File: src/verilog/axi_wr_pkg.sv
// -------------------------------------------------------------------------
// AXI write channel definitions for the DDR dump engine
// widths of the write master and the fixed burst attributes it relies on
// -------------------------------------------------------------------------

package axi_wr_pkg;

    localparam int AXI_DW          = 64;   // data width
    localparam int AXI_AW          = 32;   // address width
    localparam int AXI_IW          = 6;    // id width
    localparam int AXI_BEATS       = 16;   // beats per burst
    localparam int AXI_BURST_BYTES = 128;  // AXI_BEATS * 8 bytes
    localparam int AXI_ID_MAX      = 8;    // upper limit of the id pool

    // fixed burst attributes seen by the interconnect
    localparam logic [2:0]          AXI_AWSIZE  = 3'b011;  // 8 bytes per beat
    localparam logic [3:0]          AXI_AWLEN   = 4'(AXI_BEATS - 1);
    localparam logic [1:0]          AXI_AWBURST = 2'b01;   // INCR
    localparam logic [3:0]          AXI_AWCACHE = 4'b0001; // bufferable, not cacheable
    localparam logic [2:0]          AXI_AWPROT  = 3'b000;  // normal, secure, data
    localparam logic [3:0]          AXI_AWQOS   = 4'd0;
    localparam logic [1:0]          AXI_AWLOCK  = 2'b00;   // normal access
    localparam logic [AXI_DW/8-1:0] AXI_WSTRB   = '1;      // all bytes written

endpackage

File: src/verilog/dump_buf_pkg.sv
// -------------------------------------------------------------------------
// sample buffer definitions for the DDR dump engine
// half-buffer geometry, half index encoding, read address views and the
// DDR ring step per dumped half
// -------------------------------------------------------------------------

package dump_buf_pkg;

    localparam int BUF_AW     = 12;     // buffer read address width
    localparam int HALF_BEATS = 2048;   // 64 bit beats per half-buffer
    localparam int RING_STEP  = 16384;  // bytes one half occupies in DDR

    // half-buffer index
    // bit 1 selects the channel (0 = A, 1 = B)
    // bit 0 selects the half (0 = low, 1 = high)
    typedef logic [1:0] half_id_t;

    // buffer read address, seen either as one flat counter or split into
    // the half, the burst within the half and the beat within the burst
    typedef union packed {
        logic [BUF_AW-1:0] flat;
        struct packed {
            logic       half;
            logic [6:0] burst;
            logic [3:0] beat;
        } f;
    } buf_addr_u;

endpackage

File: src/verilog/half_buffer_tracker.sv
// -------------------------------------------------------------------------
// half-buffer tracker
// latches the ready pulses of enabled channels and offers the pending
// half with the highest priority (A-low, A-high, B-low, B-high)
// -------------------------------------------------------------------------

module half_buffer_tracker (
    input  logic                   buf_clk_i,
    input  logic                   buf_rstn_i,
    input  logic [3:0]             buf_ready_i,   // Al, Ah, Bl, Bh
    input  logic [1:0]             dump_en_i,     // A, B
    input  logic                   half_done_i,
    input  dump_buf_pkg::half_id_t done_half_i,
    output logic [3:0]             pending_o,
    output dump_buf_pkg::half_id_t next_half_o
);

    import dump_buf_pkg::*;

    logic [3:0] ready_q;  // one flag per half-buffer

    // ---------------------------------------------------------------------
    // ready flags
    always_ff @(posedge buf_clk_i) begin
        if (!buf_rstn_i) begin
            ready_q <= 4'b0000;
        end else begin
            for (int i = 0; i < 4; i++) begin
                // fresh data wins over the clear of an older dump
                if (buf_ready_i[i] && dump_en_i[i >> 1]) begin
                    ready_q[i] <= 1'b1;
                end else if (half_done_i && (done_half_i == half_id_t'(i))) begin
                    ready_q[i] <= 1'b0;
                end
            end
        end
    end

    assign pending_o = ready_q;

    // ---------------------------------------------------------------------
    // fixed priority pick, lowest index first
    always_comb begin
        next_half_o = half_id_t'(0);
        for (int i = 3; i >= 0; i--) begin
            if (ready_q[i]) begin
                next_half_o = half_id_t'(i);
            end
        end
    end

endmodule

File: src/verilog/write_id_pool.sv
// -------------------------------------------------------------------------
// write id pool
// keeps one busy flag per AXI write id, hands out the lowest free id and
// releases an id when its write response arrives
// -------------------------------------------------------------------------

module write_id_pool #(
    parameter int NUM_IDS = 8
) (
    input  logic                          buf_clk_i,
    input  logic                          buf_rstn_i,
    input  logic                          id_take_i,   // grant_id_o goes busy
    input  logic                          bvalid_i,
    input  logic [axi_wr_pkg::AXI_IW-1:0] bid_i,
    output logic                          id_free_o,
    output logic [axi_wr_pkg::AXI_IW-1:0] grant_id_o
);

    import axi_wr_pkg::*;

    logic [NUM_IDS-1:0] busy_q;

    // ---------------------------------------------------------------------
    // busy flags
    always_ff @(posedge buf_clk_i) begin
        if (!buf_rstn_i) begin
            busy_q <= '0;
        end else begin
            for (int i = 0; i < NUM_IDS; i++) begin
                if (id_take_i && (grant_id_o == AXI_IW'(i))) begin
                    busy_q[i] <= 1'b1;
                end else if (bvalid_i && (bid_i == AXI_IW'(i))) begin
                    busy_q[i] <= 1'b0;  // response retires the burst
                end
            end
        end
    end

    assign id_free_o = ~&busy_q;

    // ---------------------------------------------------------------------
    // lowest free id, 0 when the pool is exhausted
    always_comb begin
        grant_id_o = '0;
        for (int i = NUM_IDS - 1; i >= 0; i--) begin
            if (!busy_q[i]) begin
                grant_id_o = AXI_IW'(i);
            end
        end
    end

endmodule

File: src/verilog/ddr_ring_pointer.sv
// -------------------------------------------------------------------------
// DDR ring pointer
// write position of one channel inside its DDR ring buffer, steps by one
// half per dump, wraps to the base at the end and can be reloaded
// -------------------------------------------------------------------------

module ddr_ring_pointer (
    input  logic                          buf_clk_i,
    input  logic                          buf_rstn_i,
    input  logic [axi_wr_pkg::AXI_AW-1:0] base_i,
    input  logic [axi_wr_pkg::AXI_AW-1:0] end_i,     // one past the ring
    input  logic                          advance_i,
    input  logic                          reload_i,
    output logic [axi_wr_pkg::AXI_AW-1:0] curr_o
);

    import axi_wr_pkg::*;
    import dump_buf_pkg::*;

    logic [AXI_AW-1:0] next_pos;

    assign next_pos = curr_o + AXI_AW'(RING_STEP);

    always_ff @(posedge buf_clk_i) begin
        if (!buf_rstn_i) begin
            curr_o <= '0;
        end else if (advance_i) begin  // advance beats a reload
            curr_o <= (next_pos >= end_i) ? base_i : next_pos;
        end else if (reload_i) begin
            curr_o <= base_i;
        end
    end

endmodule

File: src/verilog/burst_sequencer.sv
// -------------------------------------------------------------------------
// burst sequencer
// starts a half transfer when a half is pending and an id is free, splits
// it into fixed 16 beat bursts, reads the buffer beat by beat onto W and
// issues the matching AW addresses from the channel ring pointers
// -------------------------------------------------------------------------

module burst_sequencer #(
    parameter int NUM_IDS = 8
) (
    input  logic                            buf_clk_i,
    input  logic                            buf_rstn_i,
    // half-buffer tracker
    input  logic [3:0]                      pending_i,
    input  dump_buf_pkg::half_id_t          next_half_i,
    output logic                            half_done_o,
    output dump_buf_pkg::half_id_t          done_half_o,
    // write id pool
    input  logic                            id_free_i,
    input  logic [axi_wr_pkg::AXI_IW-1:0]   grant_id_i,
    output logic                            id_take_o,
    // sample buffer read port
    output logic [1:0]                      buf_select_o,  // one-hot A/B
    output logic [dump_buf_pkg::BUF_AW-1:0] buf_raddr_o,
    input  logic [axi_wr_pkg::AXI_DW-1:0]   buf_rdata_i,
    // AXI AW
    output logic [axi_wr_pkg::AXI_AW-1:0]   awaddr_o,
    output logic [axi_wr_pkg::AXI_IW-1:0]   awid_o,
    output logic                            awvalid_o,
    input  logic                            awready_i,
    // AXI W
    output logic [axi_wr_pkg::AXI_DW-1:0]   wdata_o,
    output logic [axi_wr_pkg::AXI_IW-1:0]   wid_o,
    output logic                            wlast_o,
    output logic                            wvalid_o,
    input  logic                            wready_i,
    // DDR rings
    input  logic [axi_wr_pkg::AXI_AW-1:0]   ddr_a_base_i,
    input  logic [axi_wr_pkg::AXI_AW-1:0]   ddr_a_end_i,
    input  logic [axi_wr_pkg::AXI_AW-1:0]   ddr_b_base_i,
    input  logic [axi_wr_pkg::AXI_AW-1:0]   ddr_b_end_i,
    input  logic [1:0]                      reload_i,      // A, B
    output logic [axi_wr_pkg::AXI_AW-1:0]   ddr_a_curr_o,
    output logic [axi_wr_pkg::AXI_AW-1:0]   ddr_b_curr_o
);

    import axi_wr_pkg::*;
    import dump_buf_pkg::*;

    // only as many id bits as the pool can hand out
    localparam int ID_IDX_W   = (NUM_IDS > 1) ? $clog2(NUM_IDS) : 1;
    localparam int LAST_BURST = HALF_BEATS / AXI_BEATS - 1;

    buf_addr_u           rd_addr_q;     // beat offered on W
    logic                tx_running_q;  // a half is being sent
    logic                ch_q;          // 0 = A, 1 = B
    logic                w_active_q;
    logic                aw_valid_q;
    logic [AXI_AW-1:0]   aw_addr_q;
    logic [ID_IDX_W-1:0] burst_id_q;

    logic                w_hs;
    logic                last_beat;
    logic                burst_end;
    logic                half_end;
    logic                aw_free;
    logic                start_tx;
    logic                next_burst;
    logic                launch;
    logic [AXI_AW-1:0]   ring_curr;

    // ---------------------------------------------------------------------
    // transfer and burst decisions
    assign w_hs      = w_active_q & wready_i;
    assign last_beat = (rd_addr_q.f.beat == 4'(AXI_BEATS - 1));
    assign burst_end = w_hs & last_beat;
    assign half_end  = burst_end & (rd_addr_q.f.burst == 7'(LAST_BURST));
    assign aw_free   = !aw_valid_q | awready_i;  // no address left waiting

    assign start_tx   = !tx_running_q & (|pending_i) & id_free_i & aw_free;
    assign next_burst = tx_running_q & id_free_i & aw_free
                      & ((burst_end & !half_end) | !w_active_q);
    assign launch     = start_tx | next_burst;

    assign ring_curr = next_half_i[1] ? ddr_b_curr_o : ddr_a_curr_o;

    always_ff @(posedge buf_clk_i) begin
        if (!buf_rstn_i) begin
            tx_running_q <= 1'b0;
            w_active_q   <= 1'b0;
            aw_valid_q   <= 1'b0;
        end else begin
            if (start_tx) begin
                tx_running_q <= 1'b1;
            end else if (half_end) begin
                tx_running_q <= 1'b0;
            end

            if (launch) begin
                w_active_q <= 1'b1;
                aw_valid_q <= 1'b1;
            end else begin
                if (burst_end) begin
                    w_active_q <= 1'b0;  // wait for an id
                end
                if (awready_i) begin
                    aw_valid_q <= 1'b0;
                end
            end
        end
    end

    // ---------------------------------------------------------------------
    // read address, burst address and id
    always_ff @(posedge buf_clk_i) begin
        if (start_tx) begin
            ch_q              <= next_half_i[1];
            rd_addr_q.f.half  <= next_half_i[0];
            rd_addr_q.f.burst <= '0;
            rd_addr_q.f.beat  <= '0;
            aw_addr_q         <= ring_curr;  // position before the advance
        end else begin
            if (w_hs && !half_end) begin
                rd_addr_q.flat <= rd_addr_q.flat + 1'b1;  // rolls into next burst
            end
            if (next_burst) begin
                aw_addr_q <= aw_addr_q + AXI_AW'(AXI_BURST_BYTES);
            end
        end

        if (launch) begin
            burst_id_q <= grant_id_i[ID_IDX_W-1:0];
        end
    end

    assign id_take_o   = launch;
    assign half_done_o = half_end;
    assign done_half_o = half_id_t'({ch_q, rd_addr_q.f.half});

    assign buf_select_o = w_active_q ? (ch_q ? 2'b10 : 2'b01) : 2'b00;
    assign buf_raddr_o  = rd_addr_q.flat;

    assign awaddr_o  = aw_addr_q;
    assign awid_o    = AXI_IW'(burst_id_q);
    assign awvalid_o = aw_valid_q;

    assign wdata_o  = buf_rdata_i;  // buffer read is combinational
    assign wid_o    = AXI_IW'(burst_id_q);
    assign wlast_o  = w_active_q & last_beat;
    assign wvalid_o = w_active_q;

    // ---------------------------------------------------------------------
    // ring pointers, stepped when their half starts
    ddr_ring_pointer u_ring_a (
        .buf_clk_i  (buf_clk_i),
        .buf_rstn_i (buf_rstn_i),
        .base_i     (ddr_a_base_i),
        .end_i      (ddr_a_end_i),
        .advance_i  (start_tx & !next_half_i[1]),
        .reload_i   (reload_i[0]),
        .curr_o     (ddr_a_curr_o)
    );

    ddr_ring_pointer u_ring_b (
        .buf_clk_i  (buf_clk_i),
        .buf_rstn_i (buf_rstn_i),
        .base_i     (ddr_b_base_i),
        .end_i      (ddr_b_end_i),
        .advance_i  (start_tx & next_half_i[1]),
        .reload_i   (reload_i[1]),
        .curr_o     (ddr_b_curr_o)
    );

endmodule

File: src/verilog/dump2ddr_top.sv
// -------------------------------------------------------------------------
// DDR dump engine
// AXI write master copying the two channel sample buffers half by half
// into one DDR ring buffer per channel
// -------------------------------------------------------------------------

module dump2ddr_top #(
    parameter int NUM_IDS = axi_wr_pkg::AXI_ID_MAX  // 1 .. AXI_ID_MAX
) (
    input  logic                            buf_clk_i,
    input  logic                            buf_rstn_i,
    // sample buffers
    input  logic [3:0]                      buf_ready_i,   // Al, Ah, Bl, Bh
    output logic [1:0]                      buf_select_o,
    output logic [dump_buf_pkg::BUF_AW-1:0] buf_raddr_o,
    input  logic [axi_wr_pkg::AXI_DW-1:0]   buf_rdata_i,
    // configuration
    input  logic [1:0]                      dump_en_i,     // A, B
    input  logic [1:0]                      reload_i,      // A, B
    input  logic [axi_wr_pkg::AXI_AW-1:0]   ddr_a_base_i,
    input  logic [axi_wr_pkg::AXI_AW-1:0]   ddr_a_end_i,
    input  logic [axi_wr_pkg::AXI_AW-1:0]   ddr_b_base_i,
    input  logic [axi_wr_pkg::AXI_AW-1:0]   ddr_b_end_i,
    output logic [axi_wr_pkg::AXI_AW-1:0]   ddr_a_curr_o,
    output logic [axi_wr_pkg::AXI_AW-1:0]   ddr_b_curr_o,
    // AXI write master
    output logic [axi_wr_pkg::AXI_AW-1:0]   axi_awaddr_o,
    output logic [axi_wr_pkg::AXI_IW-1:0]   axi_awid_o,
    output logic                            axi_awvalid_o,
    input  logic                            axi_awready_i,
    output logic [axi_wr_pkg::AXI_DW-1:0]   axi_wdata_o,
    output logic [axi_wr_pkg::AXI_IW-1:0]   axi_wid_o,
    output logic                            axi_wlast_o,
    output logic                            axi_wvalid_o,
    input  logic                            axi_wready_i,
    input  logic [axi_wr_pkg::AXI_IW-1:0]   axi_bid_i,
    input  logic                            axi_bvalid_i,
    output logic                            axi_bready_o
);

    import axi_wr_pkg::*;
    import dump_buf_pkg::*;

    logic [3:0]        pending;
    half_id_t          next_half;
    logic              half_done;
    half_id_t          done_half;
    logic              id_free;
    logic [AXI_IW-1:0] grant_id;
    logic              id_take;

    assign axi_bready_o = 1'b1;  // responses are always accepted

    half_buffer_tracker u_tracker (
        .buf_clk_i   (buf_clk_i),
        .buf_rstn_i  (buf_rstn_i),
        .buf_ready_i (buf_ready_i),
        .dump_en_i   (dump_en_i),
        .half_done_i (half_done),
        .done_half_i (done_half),
        .pending_o   (pending),
        .next_half_o (next_half)
    );

    write_id_pool #(
        .NUM_IDS (NUM_IDS)
    ) u_id_pool (
        .buf_clk_i  (buf_clk_i),
        .buf_rstn_i (buf_rstn_i),
        .id_take_i  (id_take),
        .bvalid_i   (axi_bvalid_i),
        .bid_i      (axi_bid_i),
        .id_free_o  (id_free),
        .grant_id_o (grant_id)
    );

    burst_sequencer #(
        .NUM_IDS (NUM_IDS)
    ) u_sequencer (
        .buf_clk_i    (buf_clk_i),
        .buf_rstn_i   (buf_rstn_i),
        .pending_i    (pending),
        .next_half_i  (next_half),
        .half_done_o  (half_done),
        .done_half_o  (done_half),
        .id_free_i    (id_free),
        .grant_id_i   (grant_id),
        .id_take_o    (id_take),
        .buf_select_o (buf_select_o),
        .buf_raddr_o  (buf_raddr_o),
        .buf_rdata_i  (buf_rdata_i),
        .awaddr_o     (axi_awaddr_o),
        .awid_o       (axi_awid_o),
        .awvalid_o    (axi_awvalid_o),
        .awready_i    (axi_awready_i),
        .wdata_o      (axi_wdata_o),
        .wid_o        (axi_wid_o),
        .wlast_o      (axi_wlast_o),
        .wvalid_o     (axi_wvalid_o),
        .wready_i     (axi_wready_i),
        .ddr_a_base_i (ddr_a_base_i),
        .ddr_a_end_i  (ddr_a_end_i),
        .ddr_b_base_i (ddr_b_base_i),
        .ddr_b_end_i  (ddr_b_end_i),
        .reload_i     (reload_i),
        .ddr_a_curr_o (ddr_a_curr_o),
        .ddr_b_curr_o (ddr_b_curr_o)
    );

endmodule

File: config.mk
export PLATFORM = sky130hd
export DESIGN_NAME = dump2ddr_top
export DESIGN_NICKNAME = d
export VERILOG_FILES = /design/src/verilog/axi_wr_pkg.sv /design/src/verilog/dump_buf_pkg.sv /design/src/verilog/half_buffer_tracker.sv /design/src/verilog/write_id_pool.sv /design/src/verilog/ddr_ring_pointer.sv /design/src/verilog/burst_sequencer.sv /design/src/verilog/dump2ddr_top.sv
export SDC_FILE = /design/constraint.sdc
export NUM_CORES = 1
export LEC_CHECK = 0
export BUFFER_PORTS_ARGS = -buffer_cell sky130_fd_sc_hd__buf_4
export CAP_MARGIN = 10
export CORE_AREA = 4 4 155 157
export DETAILED_ROUTE_END_ITERATION = 8
export DIE_AREA = 0 0 159 161
export PLACE_DENSITY_LB_ADDON = 0.15
export SYNTH_ARGS = -nofsm -noshare
export SYNTH_HDL_FRONTEND = slang
export SYNTH_SLANG_ARGS = --single-unit
export TNS_END_PERCENT = 100
File: constraint.sdc
create_clock -name buf_clk_i -period 4.8 [get_ports buf_clk_i]
set_clock_uncertainty 0.1 [all_clocks]
set_input_delay 0.72 -clock buf_clk_i [delete_from_list [all_inputs] [get_ports buf_clk_i]]
set_output_delay 0.72 -clock buf_clk_i [all_outputs]
set_load 0.05 [all_outputs]
# --- Word level (Yosys, flattened, before mapping) ---
# Index checks and enable logic that the tools add are counted.
op_classes:
  n_addsub: 4
  reduce_logical: 55
  n_lt_le_gt_ge: 2
  bitwise: 16
  muxes: 55
  n_eq_ne: 19
op_table:
  columns: ["operator", "n"]
  rows:
  - ["32-bit 2-to-1 mux", 9]
  - ["32-bit by 15-bit adder with 32-bit output, second input constant", 2]
  - ["32-bit >= comparator", 2]
  - ["2-bit nonzero test", 19]
  - ["32-bit by 8-bit adder with 32-bit output, second input constant", 1]
  - ["1-bit 2-to-1 mux", 30]
  - ["1-bit logical AND", 25]
  - ["6-bit by 3-bit equality test with 1-bit output, second input constant", 4]
  - ["12-bit 2-to-1 mux", 2]
  - ["3-bit 2-to-1 mux", 8]
  - ["1-bit AND", 13]
  - ["12-bit by 1-bit adder with 12-bit output, second input constant", 1]
  - ["3-bit equality test, second input constant", 4]
  - ["6-bit by 2-bit equality test with 1-bit output, second input constant", 2]
  - ["6-bit logical NOT", 2]
  - ["2-bit 2-to-1 mux", 6]
  - ["8-bit AND reduction", 1]
  - ["7-bit equality test, second input constant", 1]
  - ["3-bit by 2-bit equality test with 1-bit output, second input constant", 2]
  - ["6-bit by 1-bit equality test with 1-bit output, second input constant", 1]
  - ["1-bit logical NOT", 6]
  - ["2-bit equality test, second input constant", 2]
  - ["4-bit equality test, second input constant", 1]
  - ["4-bit OR reduction", 1]
  - ["other kinds (4)", 6]
word_totals:
  inputBits: 211
  ff_bits: 127
  elab_cells: 173
  output_inout_bits: 190

# --- Longest topological paths before layout ---
# Gate-level depths: netlist (run 1).
logic_depth:
  word_depth: 11
  ltp_mapped: 15

# --- Modules after synthesis ---
# From an unflattened synthesis (run 1), not the netlist that was laid out.
unflattened:
  hier_cells: 1101
  hier_area_um2: 9397.8
modules_own_cells:
  columns: ["mod", "instances", "area_per_inst_um2", "seq_area_each_um2", "cells_per_inst"]
  rows:
  - ["ddr_ring_pointer", 2, 2578.7, 640.6, 318]
  - ["burst_sequencer", 1, 3509.6, 1391.3, 374]
  - ["write_id_pool", 1, 535.5, 160.2, 66]
  - ["half_buffer_tracker", 1, 183.9, 80.1, 23]
  - ["dump2ddr_top", 1, 11.3, 0.0, 2]

# --- Worst setup path before layout (run 1) ---
# No wires, ideal clock.
synth_timing:
  path_kind: "reg-to-reg"
  start: "register u_sequencer.rd_addr_q (netlist bit u_sequencer.buf_raddr_o[0])"
  end: "register u_sequencer.aw_addr_q[10], in the netlist u_sequencer.awaddr_o[10] (enable)"
  setup_time_ns: 0.426
  arrival_time_ns: 3.350
  path_stages_with_launch: 8
  n_path_buf: 1
  period_less_slack_ns: 3.876
  t_required_ns: 4.274
  slack_ns: 0.924
  cell_sequence: "dfxtp_1 > ha_1 > and3_1 > and3_1 > clkbuf_1 > nor2b_1 > o221ai_1 > a21oi_1"
synth_between:
  elab_chain_len: 8
synth_rtl:
  columns: ["item", "line", "rtl"]
  rows:
  - ["start: declaration", "burst_sequencer.sv:54", "buf_addr_u rd_addr_q;"]
  - ["4-bit equality test (*)", "burst_sequencer.sv:75", "assign last_beat = (rd_addr_q.f.beat == 4'(AXI_BEATS - 1));"]
  - ["1-bit AND (*)", "burst_sequencer.sv:76", "assign burst_end = w_hs & last_beat;"]
  - ["1-bit AND", "burst_sequencer.sv:77", "assign half_end = burst_end & (rd_addr_q.f.burst == 7'(LAST_BURST));"]
  - ["1-bit logical NOT", "burst_sequencer.sv:82", "& ((burst_end & !half_end) | !w_active_q);"]
  - ["1-bit AND (*)", "burst_sequencer.sv:82", null]
  - ["1-bit bitwise OR (*)", "burst_sequencer.sv:82", null]
  - ["1-bit AND (*)", "burst_sequencer.sv:82", null]
  - ["2-bit nonzero test (no line) (*)", null, null]
  - ["end signal: assignment", "burst_sequencer.sv:121", "aw_addr_q <= ring_curr;"]
  - ["end signal: assignment", "burst_sequencer.sv:127", "aw_addr_q <= aw_addr_q + AXI_AW'(AXI_BURST_BYTES);"]
  - ["end: declaration", "burst_sequencer.sv:59", "logic [AXI_AW-1:0] aw_addr_q;"]
# Every way passes the cells marked *; elsewhere a longest branch is shown, timed or not.
# A chain may end at the register's enable or synchronous reset.

# --- Final worst setup path (run 1) ---
layout_timing:
  start: "register u_sequencer.u_ring_a.curr_o[14] in the netlist's numbering"
  end: "register u_sequencer.u_ring_a.curr_o[5] in the netlist's numbering"
layout_between:
  elab_chain_len: 4
layout_rtl:
  columns: ["item", "line", "rtl"]
  rows:
  - ["start: declaration", "ddr_ring_pointer.sv:14", "output logic [axi_wr_pkg::AXI_AW-1:0] curr_o"]
  - ["start signal: assignment", "ddr_ring_pointer.sv:28", "curr_o <= (next_pos >= end_i) ? base_i : next_pos;"]
  - ["start signal: assignment", "ddr_ring_pointer.sv:30", "curr_o <= base_i;"]
  - ["32-bit by 15-bit adder with 32-bit output", "ddr_ring_pointer.sv:22", "assign next_pos = curr_o + AXI_AW'(RING_STEP);"]
  - ["32-bit >= comparator", "ddr_ring_pointer.sv:28", null]
  - ["32-bit 2-to-1 mux", "ddr_ring_pointer.sv:28", null]
  - ["32-bit 2-to-1 mux", "ddr_ring_pointer.sv:27", "end else if (advance_i) begin"]
# Every way passes these cells.

==> summary.md, run 1 <==
| Metric | Value |
|---|---|
| Port Buffers | `between 200 and 300` |
| Kind of start point of the critical path | `flip-flop` |
| Largest family of logic cells by synthesized area | `simple AND/OR/NAND/NOR gates` |
| Die height | `about 160 microns` |
| Post-route fraction of the period consumed by the critical path | `0.8434` |
| Library cell with the largest summed area after synthesis | `dfxtp_1` |
| Diodes inserted | `0` |
| Flop2flop setup slack | `0.75 ns` |
| Number of iterations in the first detailed-routing pass | `5` |
| Worst min-delay path category | `reg -> reg` |
| Cell leakage power | `5.308 nW` |
| Global-route wire length before repair | `around 45,000 microns` |
| Top_reg_cell synth | `dfxtp_1` |
| Worst path buffer plus inverter count | `0` |
| Adder-cell share of the synthesized area | `0.09338` |
| Clk_lat worst skew | `0.42 ns` |
| Depth of the CTS H-tree | `4` |
| Synth Cell Area | `0.009111 sq mm` |
| Final number of setup-violating endpoints | `0` |
| RSZ-0062 raised after global routing | `false` |
| Final hold slack | `around 0.40 ns` |
| Max transition margin | `0.2572` |
| Num ports | `roughly 400` |
| Crit path launch | `u_sequencer.u_ring_a.curr_o[14]$_SDFFE_PN0P_` |
| Worst reg2reg path depth | `11` |
| Dominant delay contributor by cell family on the critical path | `simple AND/OR/NAND/NOR gates` |
| Buffer levels on the longest clock path | `2` |
| Pins Over Slew Limit | `0` |
| Compound-gate portion of the synthesized area | `0.1489` |
| Critical Path Stages | `11` |
| Synth warn | `0` |
| Run status | `finished clean` |
| CP max stage cell | `a21oi_4` |
| CTS tree | `done` |
| Endpoint required time on the critical path | `about 5.1 ns` |
| Fillers | `2,247` |
| GP Congestion | `between 0.8 and 0.9` |
| Final hold vios | `0` |
| Routed vias/inst | `5.294` |
| Cell count after placement | `1,573` |
| Die Area | `~0.026 sq mm` |
| Initial Util | `0.4049` |
| Type of the setup path with the least slack | `reg -> reg` |
| Highest net fanout along the worst path | `22` |
| Gate count after technology mapping | `roughly 1,100` |
| CTS root buffer | `clkbuf_16` |
| Data arrival time of the critical path | `4.30 ns` |
| Die outline width | `159 microns` |
| Post-Synth Simple-Gate Area | `0.2222` |
| Area occupied by registers | `about 0.003 sq mm` |
| Overall via count from detail_route | `~8,500` |
| Count of flip-flops with a built-in enable after synthesis | `37` |
| Slowest stage delay, CP | `~0.65 ns` |
| Total congestion overflow after global routing | `0` |
| FF-to-FF Start | `u_sequencer.u_ring_a.curr_o[14]$_SDFFE_PN0P_` |
| Number of routed nets with antenna violations | `0` |
| Capturing instance or port of the critical path | `u_sequencer.u_ring_a.curr_o[5]$_SDFFE_PN0P_` |
| DR WL/cell | `between 15 and 20 microns` |
| Dpl hpwl | `between 20,000 and 25,000 microns` |
| Buffers inserted by post-CTS timing repair | `0` |
| Total wire length after detailed routing | `around 30,000 microns` |
| Fmax achieved | `roughly 250 MHz` |
| Register clock-pin slew on the reported worst setup and hold paths | `about 0.06 ns` |
| Reg2reg end | `u_sequencer.u_ring_a.curr_o[5]$_SDFFE_PN0P_` |
| CTS buffer count | `17` |
| Cell with the most instances on the worst path | `ha_1` |
| Synth area leaders | `dfxtp_1 (20%), edfxtp_1 (12%), ha_1 (9.3%), nand2_1 (7.1%), buf_4 (6.2%)` |
| Worst slew pin tran | `between 1 and 1.5 ns` |
| Worst Setup End Kind | `flip-flop` |
| Core Box Area | `roughly 0.023 sq mm` |
| Shortest clock period the worst path allows after layout | `between 4 and 5 ns` |
| Average instance area after synthesis | `8.049 sq um` |
| Remaining design rule violation count | `0` |
| Top cell type's share of synthesized area | `0.1977` |
| Share of cell area taken by muxes after synthesis | `0.03296` |
| Pwr/cell area | `approximately 420 mW/mm^2` |
| Maximum number of pins on one net before global-route repair | `between 90 and 100` |
| Final-stage net count | `about 1,600` |
| VDD IR-drop max | `191.8 uV` |
| Total routing usage reported by global routing | `0.2211` |
| Area overhead of the layout relative to synthesis | `25.09%` |
| Layout cells sized above 1 | `0.2477` |
| Post-synthesis sequential area ratio | `0.3197` |
| Hold depth | `2` |
| Fraction of synthesis flops using an asynchronous set or reset pin | `0` |
| Flop and latch count out of synthesis | `about 130` |
| Non-filler cells, final | `about 1,600` |
| Clock tree sinks | `approximately 130` |
| CTS Hold Bufs | `0` |
| Antenna violations before repair | `0` |
| Area of combinational cells with multiple inputs | `roughly 0.005 sq mm` |
| Starting DRC count in detailed routing | `592` |
| Max-Cap Viols | `0` |
| Xor/xnor share of the synthesized area | `0.06152` |
| Setup TNS | `0 ns` |
| Number of gates given a new drive strength after cts | `0` |
| Vias in the first global route | `approximately 8,500` |
| Row cnt | `55` |
| Crit-path cells | `ha_1 -> nand3_1 -> nor4_1 -> and4_1 -> xor2_1 -> ha_1 -> nand4_1 -> nor4_2 -> o311ai_4 -> a21oi_4 -> mux2i_1` |
| Unique masters post-synth | `65` |
-- sequential cells by signal, indices dropped and copies added (netlist names) --
register,flops
u_id_pool.busy_q,8
u_sequencer.awaddr_o,32
u_sequencer.awvalid_o,1
u_sequencer.buf_raddr_o,12
u_sequencer.burst_id_q,3
u_sequencer.ch_q,1
u_sequencer.tx_running_q,1
u_sequencer.u_ring_a.curr_o,32
u_sequencer.u_ring_b.curr_o,32
u_sequencer.wvalid_o,1
u_tracker.pending_o,4
-- cells in the mapped netlist (6+ instances only) --
library cell    n
a32o_1          8
xnor2_1        37
nor3_1         10
inv_1          80
nand2_1       172
xor2_1         27
a21oi_1        52
and3_1         22
a211oi_1        9
buf_6           6
o21ai_0        46
nor2_1        131
a221oi_1       15
buf_2           6
buf_4          75
or3_1           7
clkbuf_1       34
nand3_1        35
nor2b_1         7
nand2b_1        6
o311a_1         6
edfxtp_1       37
dfxtp_1        90
o211a_1         9
mux2i_1        30
ha_1           68
and4_1          7
a31oi_1        17
nand4_1        22
-- stage by stage --
stage | area (sq um) | util | total power, mW | setup slack [ns]
after CTS | 11400 | 0.5065 | 4.856 | 0.7845
after floorplan | 9130 | - | 2.978 | 0.9239
after detailed placement | 10760 | 0.4783 | 3.473 | 0.8020
final | 11400 | 0.5065 | 4.811 | 0.7517
after global routing | 11400 | 0.5065 | 5.067 | 0.4324
after global placement | 10760 | 0.4783 | 3.453 | 0.8714
-- placed cells by master (no fill, tap or decap), drive strengths merged, types with 24 or more instances in the layout --
cell type and n:
buf 273, nand2 173, nor2 131, dfxtp 90
inv 83, ha 68, a21oi 56, o21ai 47
xnor2 37, edfxtp 37, nand3 35, mux2i 30
xor2 27, clkbuf 24
-- kinds of logic (layout without fill, tap and decap cells) --
group,after synthesis,count (layout)
compound gates,195,195
xor+xnor,64,64
buf+inv,203,386
other cells,2,7
fa+ha+maj,68,68
simple gates,443,443
mux,30,30
flops,127,127
-- how the worst min path moves through the flow --
stage,startpoint,end,slack [ns]
6_report,u_sequencer.u_ring_a.curr_o[13]$_SDFFE_PN0P_,u_sequencer.u_ring_a.curr_o[13]$_SDFFE_PN0P_,0.40
5_1_grt,u_sequencer.u_ring_b.curr_o[5]$_SDFFE_PN0P_,u_sequencer.u_ring_b.curr_o[5]$_SDFFE_PN0P_,0.42
4_1_cts,u_sequencer.u_ring_a.curr_o[13]$_SDFFE_PN0P_,u_sequencer.u_ring_a.curr_o[13]$_SDFFE_PN0P_,0.39
3_5_place_dp,u_sequencer.u_ring_a.curr_o[13]$_SDFFE_PN0P_,u_sequencer.u_ring_a.curr_o[13]$_SDFFE_PN0P_,0.38
3_3_place_gp,u_sequencer.u_ring_b.curr_o[0]$_SDFFE_PN0P_,u_sequencer.u_ring_b.curr_o[0]$_SDFFE_PN0P_,0.38
2_1_floorplan,u_tracker.pending_o[0]$_SDFFE_PN0P_,u_tracker.pending_o[0]$_SDFFE_PN0P_,0.37
-- per-layer routing --
metal  vias up  global-route usage  wire length [microns]
li1       4188                   -                      -
met1      3933              0.2738                  12450
met2       324              0.3776                  14060
met3        52             0.06328                   2042
met4         0             0.06272                    660
met5         -                   0                      0
-- report_power, final --
part	leakage [nW]	internal, mW	switching [mW]
combinational	3.89	0.625	1.25
sequential	1.11	1.33	0.241
clock	0.308	0.857	0.514
total	5.31	2.81	2.00
-- worst register-to-register path: stages (launching register included) --
cell      delay, ns
dfxtp_1        0.47
ha_1           0.28
nand3_1        0.13
nor4_1         0.40
and4_1         0.26
xor2_1         0.09
ha_1           0.30
nand4_1        0.14
nor4_2         0.47
o311ai_4       0.43
a21oi_4        0.65
mux2i_1        0.26
-- final cells by class --
type / count / area share
Clock inverter: 8 / 0.007685
Inverter: 81 / 0.02690
Sequential cell: 127 / 0.2556
Timing Repair Buffer: 273 / 0.1798
Clock buffer: 24 / 0.04797
Tap cell: 285 / 0.03129
Multi-Input combinational cell: 807 / 0.4508
Note: power is estimated with default switching activity, not from simulation.
==> inputs of run 2 (changes only) <==
--- a/config.mk
+++ b/config.mk
@@ -7,9 +7,9 @@
 export LEC_CHECK = 0
 export BUFFER_PORTS_ARGS = -buffer_cell sky130_fd_sc_hd__buf_4
 export CAP_MARGIN = 10
-export CORE_AREA = 4 4 155 157
+export CORE_AREA = 4 4 154 156
 export DETAILED_ROUTE_END_ITERATION = 8
-export DIE_AREA = 0 0 159 161
+export DIE_AREA = 0 0 158 160
 export PLACE_DENSITY_LB_ADDON = 0.15
 export SYNTH_ARGS = -nofsm -noshare
 export SYNTH_HDL_FRONTEND = slang
==> constraint.sdc (replaced) <==
create_clock -name buf_clk_i -period 3.4 [get_ports buf_clk_i]
set_clock_uncertainty 0.1 [all_clocks]
set_input_delay 0.51 -clock buf_clk_i [delete_from_list [all_inputs] [get_ports buf_clk_i]]
set_output_delay 0.51 -clock buf_clk_i [all_outputs]
set_load 0.05 [all_outputs]
==> run 2 against run 1 <==
Against the previous run: die area shrank 1.2%; sequential power rose by 39%; routed wire length up 3.1%; largest power group unchanged; first-iteration DRC count shrank 13%; combinational power rose by 52%; final cell count up 3.4%; count of clock-buffer cells in the layout fell by 3; largest cell class unchanged.
==> summary.md, run 2 (synthesized netlist as in run 1, its figures left out) <==
| Metric | Value |
|---|---|
| Run status | `finished clean` |
| Post-route fraction of the period consumed by the critical path | `0.9880 (+0.1446)` |
| Post-Place Worst Slack | `-0.1120 ns (-0.9140 ns)` |
| Part of the power in the clock network | `0.259 (-0.026)` |
| Die Area | `0.02528 sq mm (-1.2%)` |
| Pwr/cell area | `567.0 mW/mm^2 (+34%)` |
| Die outline width | `158 microns (-0.63%)` |
| Type of the setup path with the least slack | `reg -> reg` |
| Total congestion overflow after global routing | `0 (unchanged)` |
| CTS buffer count | `17 (unchanged)` |
| Endpoint required time on the critical path | `3.65 ns (-1.40 ns)` |
| Antenna violations before repair | `0 (unchanged)` |
| Buffer levels on the longest clock path | `2 (unchanged)` |
| Worst min-delay path category | `in -> reg` |
| Cell leakage power | `5.626 nW (+6.0%)` |
| GP Congestion | `0.8952 (+3.4%)` |
| Non-filler cells, final | `1,659 (+3.4%)` |
| Global-route wire length before repair | `45,310 microns (-0.42%)` |
| Kind of start point of the critical path | `flip-flop` |
| Worst slew pin tran | `0.8719 ns (-0.2396 ns)` |
| Overall via count from detail_route | `8,822 (+3.8%)` |
| Cell count after placement | `1,609 (+2.3%)` |
| Pins Over Slew Limit | `0 (unchanged)` |
| Depth of the CTS H-tree | `4 (unchanged)` |
| Clock tree sinks | `127 (unchanged)` |
| Layout cells sized above 1 | `0.3071 (+0.05941)` |
| Maximum number of pins on one net before global-route repair | `72 (-23%)` |
| Global Route met2 Usage | `0.3781 (+0.0005212)` |
| Register clock-pin slew on the reported worst setup and hold paths | `0.06 ns (about the same)` |
| RSZ-0062 raised after global routing | `true` |
| Area occupied by registers | `0.002968 sq mm (+1.9%)` |
| Initial Util | `0.4074 (+0.002492)` |
| Most crowded layer after global routing | `met2` |
| Dpl hpwl | `23,290 microns (+3.4%)` |
| Diodes inserted | `0 (unchanged)` |
| Remaining design rule violation count | `0 (unchanged)` |
| Post-detailed-placement cell area | `0.01113 sq mm (+3.4%)` |
| Clk_lat worst skew | `0.42 ns (about the same)` |
| Total routing usage reported by global routing | `0.2274 (+0.006273)` |
| Number of iterations in the first detailed-routing pass | `6 (+1)` |
| Shortest clock period the worst path allows after layout | `3.359 ns (-0.6891 ns)` |
| Proportion of power drawn by combinational gates | `0.418 (+0.029)` |
| Final-stage net count | `1,640 (+3.4%)` |
| Number of routed nets with antenna violations | `0 (unchanged)` |
| DR WL/cell | `18.16 microns (-0.21%)` |
| Area of combinational cells with multiple inputs | `0.005244 sq mm (+2.1%)` |
| Max-Cap Viols | `0 (unchanged)` |
| CTS root buffer | `clkbuf_16` |
| CTS tree | `done` |
| Commonest non-fill, non-tap cells in the layout | `buf_4 (319), nand2_1 (172), nor2_1 (128)` |
| Max transition margin | `0.4113 (+0.1541)` |
| Setup TNS | `0 ns (unchanged)` |
| CTS Hold Bufs | `0 (unchanged)` |
| Met3 track utilization from global routing | `0.06938 (+0.006095)` |
| Cell-internal power | `3.899 mW (+39%)` |
| Sequential fraction of design power | `0.323 (-0.003)` |
| Fillers | `2,168 (-3.5%)` |
| Area overhead of the layout relative to synthesis | `31.35%` |
| Starting DRC count in detailed routing | `515 (-13%)` |
| Total wire length after detailed routing | `30,130 microns (+3.1%)` |
| Finished Cell Area | `0.01197 sq mm (+5.0%)` |
| Worst Setup End Kind | `flip-flop` |
| Post-route setup slack | `0.04083 ns (-0.7109 ns)` |
| Die height | `160 microns (-0.62%)` |
| Fmax achieved | `297.7 MHz (+21%)` |
| Met1 usage in global routing | `0.2811 (+0.007299)` |
| Final hold vios | `0 (unchanged)` |
| Port Buffers | `265 (unchanged)` |
| Highest net fanout along the worst path | `7 (-68%)` |
| Switching pwr | `2.887 mW (+44%)` |
| Final number of setup-violating endpoints | `0 (unchanged)` |
| Switching part of the total power | `0.4254 (+0.009459)` |
| Row cnt | `55 (unchanged)` |
| Vias in the first global route | `8,368 (-1.6%)` |
| Num ports | `401 (unchanged)` |
| Routed vias/inst | `5.318 (+0.45%)` |
| Data arrival time of the critical path | `3.61 ns (-0.69 ns)` |
| Leading cell type in the layout, fill and taps excluded | `buf_4` |
| VDD IR-drop max | `307.2 uV (+60%)` |
| Core Box Area | `0.02237 sq mm (-0.61%)` |
-- run 2: cell types whose count changed in the layout (fill, tap and decap cells not counted), moves of 4 or more --
cell	change
buf_12	+4
buf_4	+46
clkinv_4	-4
dfxtp_1	-24
dfxtp_2	+14
dfxtp_4	+10
inv_4	+5
-- run 2: repair_timing --
| item | 4_1_cts | 5_1_grt |
|---|---|---|
| gates resized for setup | 2 | 25 |
| pin swaps | 0 | 6 |
| setup buffers | 0 | 16 |
| gates cloned | 0 | 2 |
| endpoints found under the setup margin | 16 | 57 |
| hold endpoints to repair | 0 | 0 |
-- run 2: final cells by class --
cell class	count	share of cell area
clock buffer	21	0.04025
clock inverter	11	0.006168
inverter	81	0.02593
multi-input combinational	807	0.4382
sequential	127	0.2480
tap	285	0.02980
timing repair buffer	327	0.2117
-- run 2: power groups by stage --
stage          Clock [mW]  Combinational, mW  Sequential, mW
2_1_floorplan           0               1.26            2.96
3_3_place_gp            0               2.77            2.22
3_5_place_dp            0               2.78            2.22
4_1_cts              1.78               2.79            2.19
5_1_grt              1.85               3.05            2.24
6_report             1.76               2.84            2.19
-- run 2: per-stage QoR --
stage | hold WS [ns] | power (mW) | utilization
2_1_floorplan | 0.3747 | 4.222 | -
3_3_place_gp | 0.3788 | 4.983 | 0.4976
3_5_place_dp | 0.3855 | 5.004 | 0.4976
4_1_cts | 0.2213 | 6.771 | 0.5230
5_1_grt | 0.2253 | 7.137 | 0.5351
6_report | 0.2365 | 6.786 | 0.5351
-- run 2: critical path, cell delays in order (launching register included) --
cell       delay, ns
dfxtp_2         0.44
nand4_1         0.18
or4_4           0.50
nor3_4          0.26
xor2_2          0.11
ha_1            0.30
nand4_1         0.19
nor4_4          0.21
buf_4           0.17
o311ai_4        0.16
a21oi_4         0.28
clkbuf_16       0.21
mux2i_1         0.17
-- run 2: worst paths after layout --
kind                                                                   start                                          end  depth (start not counted)  slack [ns]
worst max-delay path            u_sequencer.u_ring_a.curr_o[23]$_SDFFE_PN0P_  u_sequencer.u_ring_a.curr_o[6]$_SDFFE_PN0P_                         12        0.04
worst max register to register  u_sequencer.u_ring_a.curr_o[23]$_SDFFE_PN0P_  u_sequencer.u_ring_a.curr_o[6]$_SDFFE_PN0P_                         12        0.04
worst min register to register   u_sequencer.u_ring_b.curr_o[0]$_SDFFE_PN0P_  u_sequencer.u_ring_b.curr_o[0]$_SDFFE_PN0P_                          2        0.40
worst min-delay path                                          buf_ready_i[3]          u_tracker.pending_o[3]$_SDFFE_PN0P_                          3        0.24
-- run 2: metal layers --
metal,vias up,wire length (microns),part of all wire
li1,4300,-,-
met1,4097,12290,0.41
met2,369,14550,0.48
met3,56,2487,0.083
met4,0,801,0.027
met5,-,0,0
==> inputs of run 3 (changes only) <==
--- a/config.mk
+++ b/config.mk
@@ -7,11 +7,13 @@
 export LEC_CHECK = 0
 export BUFFER_PORTS_ARGS = -buffer_cell sky130_fd_sc_hd__buf_4
 export CAP_MARGIN = 10
-export CORE_AREA = 4 4 154 156
+export CORE_MARGIN = 4
+export CORE_UTILIZATION = 44
 export DETAILED_ROUTE_END_ITERATION = 8
-export DIE_AREA = 0 0 158 160
+export GPL_TIMING_DRIVEN = 0
 export PLACE_DENSITY_LB_ADDON = 0.15
 export SYNTH_ARGS = -nofsm -noshare
 export SYNTH_HDL_FRONTEND = slang
+export SYNTH_HIERARCHICAL = 1
 export SYNTH_SLANG_ARGS = --single-unit
 export TNS_END_PERCENT = 100
==> run 3 against run 2 <==
Against the previous run: the run now ends with setup timing left; final area up 13%; total power rose by 6.6%; die area decreased by 6.3%; global-route usage is 2.5 points higher; largest power group unchanged; highest routed layer unchanged.
==> summary.md, run 3 <==
| Metric | Value |
|---|---|
| Part of the power in the clock network | `0.251 (-0.008)` |
| Sequential fraction of design power | `0.308 (-0.015)` |
| Leading cell type in the layout, fill and taps excluded | `buf_4` |
| Violations in the final reports | `setup timing` |
| Port Buffers | `329 (+24%)` |
| Post-route fraction of the period consumed by the critical path | `1.016 (+0.02838)` |
| Run status | `complete, but fails checks` |
| Proportion of power drawn by combinational gates | `0.441 (+0.023)` |
| Clk_lat worst skew | `0.42 ns (about the same)` |
| Synth warn | `6 (+6)` |
| Data arrival time of the critical path | `3.66 ns (+0.05 ns)` |
| Cell-internal power | `4.181 mW (+7.2%)` |
| Max-Cap Viols | `0 (unchanged)` |
| Kind of start point of the critical path | `flip-flop` |
| Number of routed nets with antenna violations | `0 (unchanged)` |
| Depth of the CTS H-tree | `4 (unchanged)` |
| Fmax achieved | `289.4 MHz (-2.8%)` |
| Worst slew pin tran | `0.7139 ns (-0.1581 ns)` |
| CTS Hold Bufs | `0 (unchanged)` |
| Average instance area after synthesis | `8.543 sq um (+6.1%)` |
| Crit-path cells | `and4_1 -> and3_1 -> nand4_1 -> xnor2_2 -> ha_1 -> a21oi_2 -> nand2_1 -> a221o_1 -> or2_1 -> buf_6 -> buf_8 -> or3_1 -> o311a_1` |
| Switching part of the total power | `0.4223 (-0.003183)` |
| CTS tree | `done` |
| Die outline width | `153.9 microns (-2.6%)` |
| Dominant delay contributor by cell family on the critical path | `simple AND/OR/NAND/NOR gates` |
| Total congestion overflow after global routing | `0 (unchanged)` |
| Register clock-pin slew on the reported worst setup and hold paths | `0.06 ns (about the same)` |
| Maximum number of pins on one net before global-route repair | `30 (-58%)` |
| Initial Util | `0.4472 (+0.03983)` |
| Antenna violations before repair | `1 (+1)` |
| CP max stage cell | `dfxtp_4` |
| Switching pwr | `3.056 mW (+5.9%)` |
| RSZ-0062 raised after global routing | `true` |
| Post-detailed-placement cell area | `0.01226 sq mm (+10%)` |
| Worst min-delay path category | `in -> reg` |
| Final hold vios | `0 (unchanged)` |
| Final core area utilization | `0.6468 (+0.1117)` |
| Endpoint required time on the critical path | `3.60 ns (-0.05 ns)` |
| Row cnt | `53 (-3.6%)` |
| Num ports | `401 (unchanged)` |
| Setup TNS | `-0.05826 ns (-0.05826 ns)` |
| Area overhead of the layout relative to synthesis | `44.62%` |
| Commonest non-fill, non-tap cells in the layout | `buf_4 (442), nand2_1 (103), inv_1 (87)` |
| Post-route setup slack | `-0.05565 ns (-0.09648 ns)` |
| Total wire length after detailed routing | `32,420 microns (+7.6%)` |
| Total routing usage reported by global routing | `0.2524 (+0.02498)` |
| Number of iterations in the first detailed-routing pass | `5 (-1)` |
| Clock tree sinks | `127 (unchanged)` |
| Global-route wire length before repair | `48,490 microns (+7.0%)` |
| Layout cells sized above 1 | `0.3913 (+0.08420)` |
| Overall via count from detail_route | `9,814 (+11%)` |
| Core Box Area | `0.02096 sq mm (-6.3%)` |
| Pins Over Slew Limit | `0 (unchanged)` |
| Cell count after placement | `1,706 (+6.0%)` |
| Routed vias/inst | `5.526 (+3.9%)` |
| DR WL/cell | `18.26 microns (+0.52%)` |
| Worst path buffer plus inverter count | `2 (unchanged)` |
| Cell leakage power | `6.272 nW (+11%)` |
| Shortest clock period the worst path allows after layout | `3.456 ns (+0.09648 ns)` |
| Slowest stage delay, CP | `0.41 ns (-0.09 ns)` |
| Worst Setup End Kind | `flip-flop` |
| Starting DRC count in detailed routing | `792 (+54%)` |
| GP Congestion | `0.9356 (+4.5%)` |
| Remaining design rule violation count | `0 (unchanged)` |
| Max transition margin | `0.5224 (+0.1111)` |
| Final-stage net count | `1,766 (+7.7%)` |
| Post-Place Worst Slack | `-0.5948 ns (-0.4829 ns)` |
| Dpl hpwl | `24,930 microns (+7.0%)` |
| Final number of setup-violating endpoints | `2 (+2)` |
| CTS buffer count | `17 (unchanged)` |
| Die height | `153.9 microns (-3.8%)` |
| Buffer levels on the longest clock path | `2 (unchanged)` |
| Synth Cell Area | `0.009371 sq mm (+2.9%)` |
| CTS root buffer | `clkbuf_16` |
| Finished Cell Area | `0.01355 sq mm (+13%)` |
| Die Area | `0.02370 sq mm (-6.3%)` |
| Non-filler cells, final | `1,776 (+7.1%)` |
| Pwr/cell area | `534.0 mW/mm^2 (-5.8%)` |
| Highest net fanout along the worst path | `8 (+1)` |
| Gate count after technology mapping | `1,097 (-3.1%)` |
| VDD IR-drop max | `382.5 uV (+25%)` |
| Type of the setup path with the least slack | `reg -> reg` |
| Vias in the first global route | `9,332 (+12%)` |
run 3: per-layer routing:
layer / GRT usage / vias to the layer above / share of wire / wire length (microns)
met5: 0 / - / 0 / 0
met2: 0.4212 / 482 / 0.48 / 15720
met4: 0.1030 / 0 / 0.039 / 1273
met3: 0.03828 / 94 / 0.075 / 2438
met1: 0.3267 / 4560 / 0.40 / 12980
li1: - / 4678 / - / -
run 3: power groups by stage:
stage | combinational, mW | sequential, mW | clock (mW)
3_5_place_dp | 2.98 | 2.27 | 0
5_1_grt | 3.38 | 2.28 | 1.91
2_1_floorplan | 1.28 | 2.95 | 0
3_3_place_gp | 2.95 | 2.26 | 0
4_1_cts | 3.06 | 2.22 | 1.84
6_report | 3.19 | 2.23 | 1.82
run 3: per-stage QoR:
step                hold slack, ns  power, mW
global route                0.2230      7.578
detailed placement          0.3809      5.249
CTS                         0.2045      7.116
global placement            0.3801      5.208
finish                      0.2392      7.237
floorplan                   0.3600      4.234
run 3: final cells by class:
type / count / area (sq um)
Clock buffer: 26 / 499.2
Multi-Input combinational cell: 761 / 5637
Tap cell: 275 / 344.1
Timing Repair Buffer: 371 / 2835
Buffer: 120 / 832.0
Sequential cell: 127 / 2988
Fill cell: 1808 / 7402
Inverter: 89 / 334.1
Clock inverter: 6 / 81.33
Antenna cell: 1 / 2.502
run 3: timing repair:
| item | 4_1_cts | 5_1_grt |
|---|---|---|
| cloned | 1 | 2 |
| pin swaps | 22 | 48 |
| resized for setup | 23 | 71 |
| buffers inserted | 17 | 22 |
| setup endpoints to repair | 64 | 64 |
run 3: path summary, 6_finish.rpt:
kind	cells after the start	slack (ns)	startpoint	to
setup / recovery	13	-0.06	u_sequencer/u_ring_a/curr_o[25]$_SDFFE_PN0P_	u_sequencer/u_ring_a/curr_o[29]$_SDFFE_PN0P_
hold / removal	2	0.24	ddr_b_base_i[18]	u_sequencer/u_ring_b/curr_o[18]$_SDFFE_PN0P_
setup reg to reg	13	-0.06	u_sequencer/u_ring_a/curr_o[25]$_SDFFE_PN0P_	u_sequencer/u_ring_a/curr_o[29]$_SDFFE_PN0P_
hold reg to reg	2	0.40	u_sequencer/tx_running_q$_SDFFE_PN0P_	u_sequencer/tx_running_q$_SDFFE_PN0P_
